File: src/isaPkg.sv
package isaPkg;

	////////////////////////////////////////////////////////////////////////////
	// Datapath width
	////////////////////////////////////////////////////////////////////////////

	// Fixed by the instruction set
	localparam int DATA_W = 16;

	////////////////////////////////////////////////////////////////////////////
	// Five-bit major opcode
	////////////////////////////////////////////////////////////////////////////

	typedef enum logic [4:0] {
		// Special instructions
		HALT  = 5'b00000,
		NOP   = 5'b00001,
		SIIC  = 5'b00010,
		RTI   = 5'b00011,
		// Jumps, target is a plus b
		J     = 5'b00100,
		JR    = 5'b00101,
		JAL   = 5'b00110,
		JALR  = 5'b00111,
		// I-format arithmetic and logic
		SUBI  = 5'b01000,
		ADDI  = 5'b01001,
		ANDNI = 5'b01010,
		XORI  = 5'b01011,
		// Branches, condition tested on a
		BNEZ  = 5'b01100,
		BEQZ  = 5'b01101,
		BLTZ  = 5'b01110,
		BGEZ  = 5'b01111,
		// Memory and byte loads
		ST    = 5'b10000,
		LD    = 5'b10001,
		SLBI  = 5'b10010,
		STU   = 5'b10011,
		// Shift immediates, low two bits match shiftFunctE
		ROLI  = 5'b10100,
		SLLI  = 5'b10101,
		RORI  = 5'b10110,
		SRLI  = 5'b10111,
		// R-format groups
		LBI   = 5'b11000,
		BTR   = 5'b11001,
		ALU2  = 5'b11010,
		ALU1  = 5'b11011,
		// Set-compare group, 111xx
		SEQ   = 5'b11100,
		SLT   = 5'b11101,
		SLE   = 5'b11110,
		SCO   = 5'b11111
	} opcodeE;

	// Function field of ALU1
	typedef enum logic [1:0] {
		FN_ADD  = 2'b00,
		FN_SUB  = 2'b01,
		FN_XOR  = 2'b10,
		FN_ANDN = 2'b11
	} arithFunctE;

	// Function field of ALU2, also the barrel shifter mode
	typedef enum logic [1:0] {
		FN_ROL = 2'b00,
		FN_SLL = 2'b01,
		FN_ROR = 2'b10,
		FN_SRL = 2'b11
	} shiftFunctE;

endpackage

File: src/apbPkg.sv
package apbPkg;

	////////////////////////////////////////////////////////////////////////////
	// APB request and response
	////////////////////////////////////////////////////////////////////////////

	// Host to slave
	typedef struct packed {
		logic        psel;
		logic        penable;
		logic        pwrite;
		logic [7:0]  paddr;
		logic [31:0] pwdata;
	} apbReqT;

	// Slave to host, pready tied high in this design
	typedef struct packed {
		logic [31:0] prdata;
		logic        pready;
		logic        pslverr;
	} apbRspT;

	////////////////////////////////////////////////////////////////////////////
	// Register map, low four address bits
	////////////////////////////////////////////////////////////////////////////

	localparam logic [3:0] REG_A      = 4'h0;
	localparam logic [3:0] REG_B      = 4'h4;
	// Opcode in 4:0, function field in 6:5
	localparam logic [3:0] REG_CTRL   = 4'h8;
	// Read-only status word
	localparam logic [3:0] REG_RESULT = 4'hC;

	// Result word, 20 bits, msb first
	typedef struct packed {
		logic                        taken;
		logic                        err;
		logic                        neg;
		logic                        zero;
		logic [isaPkg::DATA_W-1:0] result;
	} aluStatusT;

endpackage

File: src/barrelShifter.sv
`timescale 1ns/10ps

module barrelShifter (
	input  logic [isaPkg::DATA_W-1:0] in,
	input  logic [3:0]                cnt,
	input  isaPkg::shiftFunctE        mode,
	output logic [isaPkg::DATA_W-1:0] out
);

	localparam int W = isaPkg::DATA_W;

	////////////////////////////////////////////////////////////////////////////
	// Log shifter, stages of 1, 2, 4 and 8
	////////////////////////////////////////////////////////////////////////////

	always_comb begin : shiftStages
		logic [W-1:0] stage;
		int           sh;

		stage = in;
		// Count bit i enables the stage of width 2**i
		for (int i = 0; i < 4; i++) begin
			sh = 1 << i;
			if (cnt[i]) begin
				case (mode)
					// Bits leaving the top wrap to the bottom
					isaPkg::FN_ROL: stage = (stage << sh) | (stage >> (W - sh));
					// Zero fill from the right
					isaPkg::FN_SLL: stage = stage << sh;
					// Bits leaving the bottom wrap to the top
					isaPkg::FN_ROR: stage = (stage >> sh) | (stage << (W - sh));
					// Logical, zero fill from the left
					isaPkg::FN_SRL: stage = stage >> sh;
					default:        stage = stage;
				endcase
			end
		end
		out = stage;
	end

endmodule

File: src/branchCond.sv
`timescale 1ns/10ps

module branchCond (
	input  logic [isaPkg::DATA_W-1:0] a,
	input  isaPkg::opcodeE            op,
	output logic                      taken
);

	logic isBranch;
	logic aZero;
	logic aNeg;

	// Condition inputs, all taken from the first operand
	assign aZero = (a == '0);
	assign aNeg  = a[isaPkg::DATA_W-1];

	// The four I-format 2 branch codes
	assign isBranch = op inside {isaPkg::BNEZ, isaPkg::BEQZ, isaPkg::BLTZ, isaPkg::BGEZ};

	////////////////////////////////////////////////////////////////////////////
	// Condition select
	////////////////////////////////////////////////////////////////////////////

	always_comb begin
		case (op)
			isaPkg::BNEZ: taken = !aZero;
			isaPkg::BEQZ: taken = aZero;
			// Signed compare against zero is just the sign bit
			isaPkg::BLTZ: taken = aNeg;
			isaPkg::BGEZ: taken = !aNeg;
			// Not a branch
			default:      taken = 1'b0;
		endcase
	end

	// Taken only ever reported for a branch
	always_comb begin
		assert final (!taken || isBranch)
			else $error("branchCond: taken high for opcode %s", op.name());
	end

endmodule

File: src/alu.sv
`timescale 1ns/10ps

module alu (
	input  logic                      clk,
	input  logic [isaPkg::DATA_W-1:0] a,
	input  logic [isaPkg::DATA_W-1:0] b,
	input  isaPkg::opcodeE            op,
	input  logic [1:0]                funct,
	output logic [isaPkg::DATA_W-1:0] result,
	output logic                      zero,
	output logic                      neg,
	output logic                      err
);

	localparam int W = isaPkg::DATA_W;

	isaPkg::arithFunctE arithFn;
	isaPkg::shiftFunctE shiftMode;

	// Adder controls, derived from the opcode
	logic         invA;
	logic         cin;
	logic [W-1:0] aIn;
	// Carry out in the top bit
	logic [W:0]   sum;

	logic [W-1:0] shiftOut;
	logic [W-1:0] revA;
	logic         aLtB;

	////////////////////////////////////////////////////////////////////////////
	// Adder
	////////////////////////////////////////////////////////////////////////////

	assign arithFn = isaPkg::arithFunctE'(funct);

	// Subtract is b minus a, so invert a and add one
	assign invA = (op == isaPkg::SUBI) || (op == isaPkg::ALU1 && arithFn == isaPkg::FN_SUB);
	assign cin  = invA;
	assign aIn  = invA ? ~a : a;
	assign sum  = {1'b0, aIn} + {1'b0, b} + {{W{1'b0}}, cin};

	////////////////////////////////////////////////////////////////////////////
	// Shift, reverse, compare
	////////////////////////////////////////////////////////////////////////////

	// ALU2 takes its mode from funct, immediates from opcode bits 1:0
	assign shiftMode = (op == isaPkg::ALU2) ? isaPkg::shiftFunctE'(funct)
	                                        : isaPkg::shiftFunctE'(op[1:0]);

	// Count is the low nibble of b
	barrelShifter shifter (
		.in   (a),
		.cnt  (b[3:0]),
		.mode (shiftMode),
		.out  (shiftOut)
	);

	// BTR, bit i goes to bit W-1-i
	always_comb begin
		for (int i = 0; i < W; i++) begin
			revA[i] = a[W-1-i];
		end
	end

	// Signed less-than, shared by SLT and SLE
	assign aLtB = $signed(a) < $signed(b);

	////////////////////////////////////////////////////////////////////////////
	// Result select
	////////////////////////////////////////////////////////////////////////////

	always_comb begin
		result = '0;
		err    = 1'b0;
		case (op)
			// No datapath result
			isaPkg::HALT, isaPkg::NOP, isaPkg::SIIC, isaPkg::RTI: result = '0;
			// Address sums and immediate add/subtract
			isaPkg::SUBI, isaPkg::ADDI,
			isaPkg::ST, isaPkg::LD, isaPkg::STU,
			isaPkg::J, isaPkg::JR, isaPkg::JAL, isaPkg::JALR,
			isaPkg::BNEZ, isaPkg::BEQZ, isaPkg::BLTZ, isaPkg::BGEZ: result = sum[W-1:0];
			isaPkg::XORI:  result = a ^ b;
			isaPkg::ANDNI: result = a & ~b;
			isaPkg::ALU1: begin
				case (arithFn)
					isaPkg::FN_XOR:  result = a ^ b;
					isaPkg::FN_ANDN: result = a & ~b;
					// Add and subtract both come off the adder
					default:         result = sum[W-1:0];
				endcase
			end
			// Register and immediate shifts
			isaPkg::ROLI, isaPkg::SLLI, isaPkg::RORI, isaPkg::SRLI,
			isaPkg::ALU2:  result = shiftOut;
			isaPkg::BTR:   result = revA;
			isaPkg::LBI:   result = b;
			// Low byte of b appended under a
			isaPkg::SLBI:  result = (a << 8) | {{(W-8){1'b0}}, b[7:0]};
			// Set-compare, single bit result
			isaPkg::SEQ:   result = {{(W-1){1'b0}}, a == b};
			isaPkg::SLT:   result = {{(W-1){1'b0}}, aLtB};
			isaPkg::SLE:   result = {{(W-1){1'b0}}, aLtB || (a == b)};
			// Carry of a plus b, invA is low here
			isaPkg::SCO:   result = {{(W-1){1'b0}}, sum[W]};
			// Unknown code
			default:       err = 1'b1;
		endcase
	end

	// Flags follow the selected result
	assign zero = (result == '0);
	assign neg  = result[W-1];

	// Error always comes with a cleared result and zero flag
	assert property (@(posedge clk) err |-> (result == '0) && zero)
		else $error("alu: err with nonzero result %h", result);

endmodule

File: src/aluRegs.sv
`timescale 1ns/10ps

module aluRegs #(
	parameter int APB_ADDR_W = 8
) (
	input  logic                      clk,
	input  logic                      rstN,
	input  apbPkg::apbReqT            req,
	output apbPkg::apbRspT            rsp,
	output logic [isaPkg::DATA_W-1:0] a,
	output logic [isaPkg::DATA_W-1:0] b,
	output isaPkg::opcodeE            op,
	output logic [1:0]                funct,
	input  apbPkg::aluStatusT         status
);

	// Address decode
	logic [APB_ADDR_W-1:0] addr;
	logic [3:0]            offset;
	logic                  access;
	logic                  inRange;
	logic                  aligned;
	logic                  selA;
	logic                  selB;
	logic                  selCtrl;
	logic                  selResult;
	logic                  slvErr;
	logic                  wrEn;
	logic                  ctrlWr;

	// Register file
	logic [isaPkg::DATA_W-1:0] aReg;
	logic [isaPkg::DATA_W-1:0] bReg;
	logic [6:0]                ctrlReg;
	apbPkg::aluStatusT         resultReg;
	logic [31:0]               rdData;

	////////////////////////////////////////////////////////////////////////////
	// Decode
	////////////////////////////////////////////////////////////////////////////

	assign addr   = req.paddr[APB_ADDR_W-1:0];
	assign offset = addr[3:0];
	// Second cycle of the transfer
	assign access = req.psel && req.penable;

	// Anything above the four registers is out of the map
	assign inRange = (addr >> 4) == '0;
	assign aligned = (addr[1:0] == 2'b00);

	assign selA      = inRange && (offset == apbPkg::REG_A);
	assign selB      = inRange && (offset == apbPkg::REG_B);
	assign selCtrl   = inRange && (offset == apbPkg::REG_CTRL);
	assign selResult = inRange && (offset == apbPkg::REG_RESULT);

	// Unmapped, unaligned, or write to the read-only result
	assign slvErr = access && (!aligned || !(selA || selB || selCtrl || selResult) ||
	                           (req.pwrite && selResult));

	assign wrEn   = access && req.pwrite && !slvErr;
	assign ctrlWr = wrEn && selCtrl;

	////////////////////////////////////////////////////////////////////////////
	// Registers
	////////////////////////////////////////////////////////////////////////////

	always_ff @(posedge clk) begin
		if (!rstN) begin
			aReg      <= '0;
			bReg      <= '0;
			ctrlReg   <= '0;
			resultReg <= '0;
		end else begin
			if (wrEn && selA) aReg <= req.pwdata[isaPkg::DATA_W-1:0];
			if (wrEn && selB) bReg <= req.pwdata[isaPkg::DATA_W-1:0];
			// Control write also latches the ALU outputs
			if (ctrlWr) begin
				ctrlReg   <= req.pwdata[6:0];
				resultReg <= status;
			end
		end
	end

	assign a = aReg;
	assign b = bReg;

	// New control word reaches the ALU during its own write access
	always_comb begin
		if (ctrlWr) begin
			op    = isaPkg::opcodeE'(req.pwdata[4:0]);
			funct = req.pwdata[6:5];
		end else begin
			op    = isaPkg::opcodeE'(ctrlReg[4:0]);
			funct = ctrlReg[6:5];
		end
	end

	////////////////////////////////////////////////////////////////////////////
	// Read data and response
	////////////////////////////////////////////////////////////////////////////

	// Zero-extended, zero outside a clean read access
	always_comb begin
		rdData = '0;
		if (access && !req.pwrite && !slvErr) begin
			if (selA)           rdData = 32'(aReg);
			else if (selB)      rdData = 32'(bReg);
			else if (selCtrl)   rdData = 32'(ctrlReg);
			else if (selResult) rdData = 32'(resultReg);
		end
	end

	// No wait states
	assign rsp = '{prdata: rdData, pready: 1'b1, pslverr: slvErr};

	assert property (@(posedge clk) disable iff (!rstN) rsp.pready)
		else $error("aluRegs: pready low");

	assert property (@(posedge clk) disable iff (!rstN)
		rsp.pslverr |-> req.psel && req.penable)
		else $error("aluRegs: pslverr outside an access cycle");

endmodule

File: src/aluTop.sv
`timescale 1ns/10ps

module aluTop (
	input  logic           clk,
	input  logic           rstN,
	input  apbPkg::apbReqT req,
	output apbPkg::apbRspT rsp
);

	// Operands and control from the register block
	logic [isaPkg::DATA_W-1:0] opA;
	logic [isaPkg::DATA_W-1:0] opB;
	isaPkg::opcodeE            op;
	logic [1:0]                funct;

	// Execute outputs
	logic [isaPkg::DATA_W-1:0] result;
	logic                      zero;
	logic                      neg;
	logic                      err;
	logic                      taken;
	apbPkg::aluStatusT         status;

	////////////////////////////////////////////////////////////////////////////
	// APB slave
	////////////////////////////////////////////////////////////////////////////

	aluRegs #(
		.APB_ADDR_W (8)
	) regs (
		.clk    (clk),
		.rstN   (rstN),
		.req    (req),
		.rsp    (rsp),
		.a      (opA),
		.b      (opB),
		.op     (op),
		.funct  (funct),
		.status (status)
	);

	////////////////////////////////////////////////////////////////////////////
	// Execute
	////////////////////////////////////////////////////////////////////////////

	alu exec (
		.clk    (clk),
		.a      (opA),
		.b      (opB),
		.op     (op),
		.funct  (funct),
		.result (result),
		.zero   (zero),
		.neg    (neg),
		.err    (err)
	);

	// Branch test on operand A only
	branchCond branch (
		.a     (opA),
		.op    (op),
		.taken (taken)
	);

	// Packed into the result word layout
	assign status = '{taken: taken, err: err, neg: neg, zero: zero, result: result};

endmodule

File: config.mk
export PLATFORM = sky130hd
export DESIGN_NAME = aluTop
export DESIGN_NICKNAME = d
export VERILOG_FILES = /design/src/isaPkg.sv /design/src/apbPkg.sv /design/src/barrelShifter.sv /design/src/branchCond.sv /design/src/alu.sv /design/src/aluRegs.sv /design/src/aluTop.sv
export SDC_FILE = /design/constraint.sdc
export NUM_CORES = 1
export LEC_CHECK = 0
export ABC_AREA = 1
export BUFFER_PORTS_ARGS = -buffer_cell sky130_fd_sc_hd__buf_4
export CAP_MARGIN = 20
export CORE_MARGIN = 4
export CORE_UTILIZATION = 45
export DETAILED_ROUTE_END_ITERATION = 12
export GPL_TIMING_DRIVEN = 1
export MAX_ROUTING_LAYER = met4
export SYNTH_ARGS = -nofsm -noshare
export SYNTH_HDL_FRONTEND = slang
export SYNTH_SLANG_ARGS = --single-unit
export TNS_END_PERCENT = 100
File: constraint.sdc
create_clock -name clk -period 5.65 [get_ports clk]
set_input_delay 0.2825 -clock clk [delete_from_list [all_inputs] [get_ports clk]]
set_output_delay 0.2825 -clock clk [all_outputs]
set_load 0.02 [all_outputs]
==> results.md, run 1 <==
* Result of the run: complete, no violations
* R2R cell count at 29
* Mean Syn Cell Area at around 6.0 um2
* Drt wl/cell at 21.44 um
* Post-CTS Setup Inserts at 0
* Detailed-route DRC error count at 0
* Post-synth top area share at 0.1662
* Die Y at about 130 um
* Worst path slowest cell: ha_1
* Commonest cells after routing, fill and taps aside: nand2_1, nand3_1, inv_1
* Finished Cell Area at 7617 um2
* Crit path time final at 5007 ps
* Worst skew pair latency at 330 ps
* Full die area at between 15000 and 20000 um2
* Num CTS Buffers at 9
* DRT iter0 DRCs at roughly 1100
* Dominant cell type by area after synthesis: dfxtp_1
* Pin count of the biggest net entering global routing at between 40 and 50
* Endpoints failing setup at 0
* Post-DP HPWL at around 22000 um
* Commonest non-fill, non-tap cell in the layout: nand2_1
* Via density at just over 6
* Max incr delay on CP at between 300 and 400 ps
* Gr usage total at 0.3377
* Layout Skew at between 6 and 7 ps
* Synth warn at 0
* Synth Cell Area at between 6000 and 7000 um2
* Layout cells sized above 1 at 0.1193
* CP Launch Type: input pin
* Leak at about 3.3 nW
* Slew @ Worst Pin at about 1100 ps
* CTS tree: done
* Global-route wire length before repair at about 45000 um
* Max-cap viol count at 0
* EDFF count, synth at 0
* # nets final at about 1300
* Post-cts resize count at 0
* CP endpoint kind: register
* RSZ-0062 raised after global routing: no
* Gr ovfl total at 0
* Clk slew on worst S/H paths at ~50 ps
* Synth top area cells: dfxtp_1, nand2_1, nand3_1
* Placed Cells at around 1400
* Non-filler cells, final at ~1400
* DRT Wirelength at 29290 um
* Clock root cell: clkbuf_16
* Asr flop ratio synth at 0
* Fillers at 1610
* Inserted Diodes at 0
* Port bufs at 48
* Peak VDD IR at 0.1532 mV
* Power density cells at between 100 and 150 nW/um2
* Crit path max fanout at 14
* Final worst-path cycle share at 0.8861
* #FFs+latches synth at 57
* Count of cell types in the netlist at 52
* Longest Clk Path Bufs at 2
* Gpl congestion at roughly 1.0
* Slew HR at 0.2735
* Setup TNS at 0 ps
* Post-Syn Instances at between 1000 and 1500
* Area Growth Syn to Fin at 10.93%
* Fmax at 199.7 MHz
* H-tree depth at 3
* Core area at ~15000 um2
* DRT Pass-1 Iters at 6
* Hold-fix buffers, CTS at 0
* WS Path Type: in2reg
* Final Slew Violations at 0
* Floorplan row count at 44
* Sink Count at between 50 and 60
* CP arrival at roughly 5300 ps
* Vias at about 8300
* Antenna violations before repair at 0
* Top FF cell, synth: dfxtp_1
* Hold Path Stages at 3
* Vias in the first global route at between 7000 and 8000
* Most common cell on crit path: nand2_1
* Post-DP Area at between 7000 and 8000 um2
* Initial Util at 0.4654
* Final ANT Viol Nets at 0
* Die outline width at about 130 um
* I/O Pins at 79
* Hold Crit Class: in2reg
* WP data required at roughly 5900 ps
* Sequential area share after synthesis at 0.1662
* Final Hold Fails at 0
==> per-layer routing <==
layer | global-route usage | part of all wire | vias up
li1 | - | - | 3945
met1 | 0.4747 | 0.43 | 3726
met2 | 0.4891 | 0.42 | 532
met3 | 0.04511 | 0.10 | 90
met4 | 0.1330 | 0.045 | 0
met5 | - | 0 | -
==> worst max-delay path: cells and delay by family <==
kind,cells,cell delay (ps)
xor+xnor,2,300
fa+ha+maj,1,380
buf+inv,4,670
compound gates,9,1540
simple gates,17,2060
==> flip-flops by register name, summed over array words and instances (netlist names) <==
| name | count |
|---|---|
| regs.a | 16 |
| regs.resultReg | 18 |
| regs.b | 16 |
| regs.ctrlReg | 7 |
==> report_power, final <==
group          internal, mW  switching [mW]
clock network         0.350           0.208
logic                0.0178          0.0328
registers             0.402       0.0000540
==> logic make-up after synthesis <==
| logic type | Yosys count | share of synthesized area |
|---|---|---|
| buf+inv | 199 | 0.1272 |
| simple gates | 559 | 0.3746 |
| other cells | 2 | 0.001094 |
| compound gates | 271 | 0.2352 |
| fa+ha+maj | 33 | 0.06122 |
| flops | 57 | 0.1662 |
| xor+xnor | 27 | 0.03444 |
==> final timing paths <==
check,startpoint,endpoint,slack [ps]
worst max-delay path,req[37],regs.resultReg[16]$_SDFFE_PN0N_,640
worst min-delay path,req[12],regs.b[12]$_SDFFE_PN0P_,240
worst max register to register,regs.ctrlReg[3]$_SDFFE_PN0N_,regs.resultReg[16]$_SDFFE_PN0N_,1160
worst min register to register,regs.resultReg[16]$_SDFFE_PN0N_,regs.resultReg[16]$_SDFFE_PN0N_,480
==> Yosys cell counts (all sizes together) (12+ instances only) <==
cell and number:
buf 43, nand3 167, nand2 270, o21ai 91, dfxtp 57, inv 130, xor2 23, nand4 12
clkbuf 21, o22ai 34, a21oi 90, nor2 92, ha 32
==> area by class of cell <==
type / instances / area, um2 / share of cell area
Tap cell: 184 / 230.2 / 0.03022
Sequential cell: 57 / 1141 / 0.1498
Timing Repair Buffer: 71 / 540.5 / 0.07096
Clock buffer: 10 / 239.0 / 0.03137
Multi-Input combinational cell: 904 / 4903 / 0.6437
Clock inverter: 5 / 56.30 / 0.007392
Inverter: 135 / 506.7 / 0.06652
==> per-stage QoR <==
stage / hold slack [ps] / setup slack, ps / utilization / power (mW)
4_1_cts: 239.3 / 462.6 / 0.5148 / 1.008
2_1_floorplan: 445.9 / 1195 / - / 0.4435
3_5_place_dp: 477.5 / 148.9 / 0.4948 / 0.4606
6_report: 240.5 / 643.4 / 0.5163 / 1.011
3_3_place_gp: 460.9 / 190.6 / 0.4948 / 0.4607
5_1_grt: 264.0 / 118.9 / 0.5163 / 1.032
Power figures use the tool's default switching activity.
==> run 2, diff against run 1 <==
--- a/config.mk
+++ b/config.mk
@@ -9,7 +9,7 @@
 export BUFFER_PORTS_ARGS = -buffer_cell sky130_fd_sc_hd__buf_4
 export CAP_MARGIN = 20
 export CORE_MARGIN = 4
-export CORE_UTILIZATION = 45
+export CORE_UTILIZATION = 40
 export DETAILED_ROUTE_END_ITERATION = 12
 export GPL_TIMING_DRIVEN = 1
 export MAX_ROUTING_LAYER = met4
==> results.md, run 2 (synthesis results as in run 1) <==
* Crit path max fanout at 14 (unchanged)
* Crit path time final at 5040 ps (+33.71 ps)
* Max-cap viol count at 0 (unchanged)
* Final Hold Fails at 0 (unchanged)
* # nets final at 1259 (+0.24%)
* Final worst-path cycle share at 0.8921 (+0.005966)
* Worst path slowest cell: nor4_1
* Leak at 3.359 nW (+0.81%)
* Area Growth Syn to Fin at 11.99%
* Result of the run: complete, no violations
* H-tree depth at 3 (unchanged)
* Fillers at 1875 (+16%)
* Power density cells at 134.1 nW/um2 (+1.0%)
* Initial Util at 0.4111 (-0.05425)
* Part of the power in registers at 0.390 (-0.008)
* CP endpoint kind: register
* Worst skew pair latency at 350 ps (+20 ps)
* CTS tree: done
* Peak VDD IR at 0.1336 mV (-13%)
* Post-DP HPWL at 22510 um (+0.39%)
* I/O Pins at 79 (unchanged)
* Die outline width at 139.0 um (+5.7%)
* Clock root cell: clkbuf_16
* Port bufs at 48 (unchanged)
* Gpl congestion at 1.023 (+1.5%)
* Antenna violations before repair at 0 (unchanged)
* WS Path Type: in2reg
* Clock power share at 0.561 (+0.009)
* CP Launch Type: input pin
* Num CTS Buffers at 9 (unchanged)
* Max FFs per register at 18 (unchanged)
* Commonest non-fill, non-tap cell in the layout: nand2_1
* Vias at 8282 (-0.13%)
* Layout Skew at 9.035 ps (+2.983 ps)
* DRT iter0 DRCs at 1041 (-3.5%)
* Commonest cells after routing, fill and taps aside: nand2_1, nand3_1, inv_1
* Pin count of the biggest net entering global routing at 42 (unchanged)
* Slew @ Worst Pin at 1055 ps (-31.80 ps)
* CP arrival at 5300 ps (+50 ps)
* DRT Pass-1 Iters at 6 (unchanged)
* Longest Clk Path Bufs at 2 (unchanged)
* Global-route wire length before repair at 44380 um (-1.3%)
* Tot Pwr at 1.031 mW (+2.0%)
* Non-filler cells, final at 1406 (+2.9%)
* Vias in the first global route at 7513 (+0.11%)
* Max incr delay on CP at 440 ps (+60 ps)
* Drt wl/cell at 20.78 um (-3.1%)
* Slew HR at 0.2947 (+0.02125)
* Largest Register: regs.resultReg
* Layout cells sized above 1 at 0.1214 (+0.002127)
* Sw frac at 0.2398 (+0.001388)
* DRT Wirelength at 29220 um (-0.24%)
* Placed Cells at 1389 (+2.9%)
* Internal cell power at 0.7837 mW (+1.8%)
* RSZ-0062 raised after global routing: no
* Full die area at 19330 um2 (+12%)
* Post-DP Area at 7368 um2 (+0.93%)
* Sink Count at 57 (unchanged)
* Via density at 5.890 (-3.0%)
* Finished Cell Area at 7690 um2 (+0.95%)
* Combinational share of power at 0.049 (about the same)
* Die Y at 139.0 um (+5.7%)
* Final ANT Viol Nets at 0 (unchanged)
* Setup TNS at 0 ps (unchanged)
* WP data required at 5910 ps (about the same)
* Detailed-route DRC error count at 0 (unchanged)
* Inserted Diodes at 0 (unchanged)
* Gr ovfl total at 0 (unchanged)
* Clk slew on worst S/H paths at 60 ps (about the same)
* Sw Pwr at 0.2472 mW (+2.6%)
* Hold Crit Class: in2reg
* Endpoints failing setup at 0 (unchanged)
* Post-CTS Setup Inserts at 0 (unchanged)
* Final Slew Violations at 0 (unchanged)
* Most common cell on crit path: nand2_1
* Fmax at 198.4 MHz (-0.67%)
* Floorplan row count at 47 (+6.8%)
* Gr usage total at 0.3013 (-0.03640)
* Core area at 16700 um2 (+13%)
[run 2: changes by cell type in the layout (fill, tap and decap cells not counted), sizes merged]
cell and change:
buf +3, clkbuf +1, clkinv +1, clkinvlp -1
[run 2: through the flow]
step           hold slack, ps    util  setup slack (ps)
2_1_floorplan           445.9       -              1195
3_3_place_gp            471.7  0.4412             311.7
3_5_place_dp            465.7  0.4412             269.9
4_1_cts                 230.1  0.4595             567.0
5_1_grt                 234.0  0.4604             161.9
6_report                221.6  0.4604             609.7
[run 2: worst max-delay path, delay by kind of cell]
kind,cells,cell delay (ps)
AND/OR/NAND/NOR,16,2400
XOR/XNOR,2,370
adder cells (fa/ha/maj),1,350
buffers and inverters,7,860
AO/OA/AOI/OAI,8,1020
[run 2: path summary, 6_finish.rpt]
| path | startpoint | to | slack [ps] | depth (start not counted) |
|---|---|---|---|---|
| max | req[37] | regs.resultReg[16]$_SDFFE_PN0N_ | 610 | 34 |
| max reg2reg | regs.ctrlReg[3]$_SDFFE_PN0N_ | regs.resultReg[16]$_SDFFE_PN0N_ | 1120 | 27 |
| min reg2reg | regs.resultReg[19]$_SDFFE_PN0N_ | regs.resultReg[19]$_SDFFE_PN0N_ | 480 | 2 |
| min | req[8] | regs.a[8]$_SDFFE_PN0P_ | 220 | 3 |
[run 2: repair_timing]
item | in CTS | in global routing
hold buffers | 0 | 0
endpoints found under the setup margin | 0 | 1
resized for setup | 0 | 1
[run 2: area by class of cell]
class	count	area (um2)	share of cell area
clock buffers	11	252.7	0.03287
clock inverters	5	53.80	0.006996
inverters	135	506.7	0.06590
multi-input cells	904	4897	0.6368
flip-flops and latches	57	1141	0.1484
well taps	220	275.3	0.03580
repair buffers	74	563.0	0.07322
[run 2: power by group through the flow]
| stage | Combinational, mW | Clock [mW] | Sequential (mW) |
|---|---|---|---|
| after global routing | 0.0553 | 0.592 | 0.402 |
| after floorplan | 0.0326 | 0 | 0.411 |
| after CTS | 0.0500 | 0.576 | 0.402 |
| after global placement | 0.0500 | 0 | 0.411 |
| after detailed placement | 0.0499 | 0 | 0.411 |
| final | 0.0508 | 0.578 | 0.402 |
[run 2: metal layers]
metal	wire (um)	vias to the layer above	global-route usage
li1	-	3945	-
met1	12810	3838	0.4154
met2	12500	429	0.4418
met3	2712	70	0.05069
met4	1192	0	0.1128
met5	0	-	-
==> run 3, diff against run 2 <==
--- a/config.mk
+++ b/config.mk
@@ -5,7 +5,6 @@
 export SDC_FILE = /design/constraint.sdc
 export NUM_CORES = 1
 export LEC_CHECK = 0
-export ABC_AREA = 1
 export BUFFER_PORTS_ARGS = -buffer_cell sky130_fd_sc_hd__buf_4
 export CAP_MARGIN = 20
 export CORE_MARGIN = 4
==> results.md, run 3 <==
* Clk slew on worst S/H paths at 60 ps (about the same)
* # nets final at 1159 (-7.9%)
* Pin count of the biggest net entering global routing at 59 (+40%)
* Core area at 19400 um2 (+16%)
* Via density at 6.571 (+12%)
* Post-DP Area at 8322 um2 (+13%)
* Slew HR at 0.2879 (-0.006831)
* Layout cells sized above 1 at 0.1317 (+0.01026)
* Post-DP HPWL at 23720 um (+5.4%)
* Post-synth top area share at 0.1451 (-0.02107)
* CTS tree: done
* Register area at 1144 um2 (+0.22%)
* Endpoints failing setup at 0 (unchanged)
* Area Growth Syn to Fin at 10.37%
* WP data required at 5920 ps (about the same)
* Final ANT Viol Nets at 0 (unchanged)
* Max-cap viol count at 0 (unchanged)
* Crit path max fanout at 17 (+3)
* Most common cell in the netlist: nor2_1
* CP arrival at 5240 ps (-60 ps)
* Gr usage total at 0.3069 (+0.005610)
* WS Path Type: reg2reg
* Port bufs at 48 (unchanged)
* Layout Skew at 10.77 ps (+1.736 ps)
* Dominant cell type by area after synthesis: dfxtp_1
* Clock root cell: clkbuf_16
* DRT Pass-1 Iters at 8 (+2)
* Initial Util at 0.4054 (-0.005768)
* CP endpoint kind: register
* Count of cell types in the netlist at 83 (+60%)
* Fillers at 2072 (+11%)
* Slew @ Worst Pin at 1067 ps (+11.25 ps)
* Finished Cell Area at 8680 um2 (+13%)
* EDFF count, synth at 0 (unchanged)
* Full die area at 21970 um2 (+14%)
* DRT Wirelength at 33740 um (+15%)
* Longest Clk Path Bufs at 2 (unchanged)
* Multi-input logic area at 6137 um2 (+25%)
* Sequential area share after synthesis at 0.1451 (-0.02107)
* Hold Crit Class: in2reg
* Synth warn at 0 (unchanged)
* Hold-fix buffers, CTS at 0 (unchanged)
* H-tree depth at 3 (unchanged)
* Setup TNS at 0 ps (unchanged)
* Leak at 3.322 nW (-1.1%)
* Post-CTS Setup Inserts at 0 (unchanged)
* Peak VDD IR at 0.1746 mV (+31%)
* Commonest cells after routing, fill and taps aside: nor2_1, nand2_1, mux2i_1
* RSZ-0062 raised after global routing: no
* Gpl congestion at 1.034 (+1.1%)
* CP Launch Type: register
* Final worst-path cycle share at 0.8790 (-0.01306)
* Num CTS Buffers at 9 (unchanged)
* Gr ovfl total at 0 (unchanged)
* I/O Pins at 79 (unchanged)
* Synth top area cells: dfxtp_1, mux2i_1, nor2_1
* Final Hold Fails at 0 (unchanged)
* Asr flop ratio synth at 0 (unchanged)
* Worst skew pair latency at 350 ps (about the same)
* Antenna violations before repair at 1 (+1)
* Die Y at 148.2 um (+6.6%)
* Post-Syn Instances at 1091 (-5.0%)
* #FFs+latches synth at 57 (unchanged)
* Post-cts resize count at 0 (unchanged)
* Mean Syn Cell Area at 7.208 um2 (+21%)
* Post-synth top cells: nor2_1, nand2_1, mux2i_1
* Global-route wire length before repair at 50470 um (+14%)
* Die outline width at 148.2 um (+6.6%)
* Vias in the first global route at 8008 (+6.6%)
* Crit path time final at 4966 ps (-73.79 ps)
* Vias at 8884 (+7.3%)
* Floorplan row count at 51 (+8.5%)
* Largest Register: regs.resultReg
* Fmax at 201.4 MHz (+1.5%)
* Detailed-route DRC error count at 0 (unchanged)
* Top FF cell, synth: dfxtp_1
* Result of the run: complete, no violations
* Final Slew Violations at 0 (unchanged)
* Drt wl/cell at 24.96 um (+20%)
* Commonest non-fill, non-tap cell in the layout: nor2_1
* DRT iter0 DRCs at 1258 (+21%)
* Max FFs per register at 18 (unchanged)
* Synth Cell Area at 7864 um2 (+15%)
* Power density cells at 133.6 nW/um2 (-0.31%)
* Sink Count at 57 (unchanged)
-- run 3: changes by cell type in the layout (fill, tap and decap cells not counted), moves of 20 or more --
cell	previous run	this run
a211oi_1	10	33
inv_1	123	35
mux2i_1	0	82
nand2_1	264	88
nand2b_1	0	20
nand3_1	143	21
nand3_2	23	0
nor2_1	85	146
o211ai_1	6	29
o21ai_0	82	53
o22ai_1	34	3
-- run 3: kinds of logic after synthesis --
family	synth area share
AO/OA/AOI/OAI	0.2775
AND/OR/NAND/NOR	0.2422
XOR/XNOR	0.03118
multiplexers	0.1674
buffers and inverters	0.08226
other	0.0009550
adder cells (fa/ha/maj)	0.05346
flip-flops	0.1451
-- run 3: cell type report --
class                           count  share of cell area
Clock buffer                       12             0.02955
Inverter                           37             0.01600
Antenna cell                        1           0.0002883
Multi-Input combinational cell    900              0.7071
Timing Repair Buffer               76             0.06573
Clock inverter                      4             0.01139
Tap cell                          265             0.03820
Sequential cell                    57              0.1318
-- run 3: path summary, 6_finish.rpt --
path | startpoint | end | slack [ps] | cells after the start
worst max-delay path | regs.ctrlReg[4]$_SDFFE_PN0N_ | regs.resultReg[16]$_SDFFE_PN0N_ | 680 | 16
worst min-delay path | req[14] | regs.b[14]$_SDFFE_PN0P_ | 170 | 3
worst max register to register | regs.ctrlReg[4]$_SDFFE_PN0N_ | regs.resultReg[16]$_SDFFE_PN0N_ | 680 | 16
worst min register to register | regs.resultReg[19]$_SDFFE_PN0N_ | regs.resultReg[19]$_SDFFE_PN0N_ | 490 | 2
-- run 3: worst max-delay path: stages (launching register included) --
cell	delay [ps]
dfxtp_1	720
o21ba_2	240
a211oi_1	480
mux2i_2	310
buf_4	300
xnor2_1	140
ha_1	380
nor4_1	380
a211oi_1	140
o21ai_0	180
o21bai_1	120
xor2_1	170
a211oi_1	400
o221ai_1	260
nor4_1	340
nand2_1	110
o31ai_2	180
-- run 3: power breakdown --
part / switching (mW) / internal [mW] / total [mW]
registers: 0.000336 / 0.402 / 0.403
clock network: 0.220 / 0.456 / 0.676
logic: 0.0551 / 0.0268 / 0.0819
total: 0.275 / 0.885 / 1.16
-- run 3: stage by stage --
stage	util	hold WS, ps	setup WS, ps	std cells	power, mW
after floorplan	-	413.7	957.7	1103	0.4697
after global placement	0.4290	460.8	506.3	1335	0.4912
after detailed placement	0.4290	476.9	485.1	1335	0.4916
after CTS	0.4473	173.6	796.4	1351	1.163
after global routing	0.4474	192.3	334.9	1352	1.189
final	0.4474	174.0	683.5	1352	1.160
-- run 3: layer usage --
layer  vias up  wire length, um  global-route usage
li1       4022                -                   -
met1      4163            14330              0.4136
met2       581            14000              0.4435
met3       118             3725             0.07008
met4         0             1688              0.1266
met5         -                0                   -
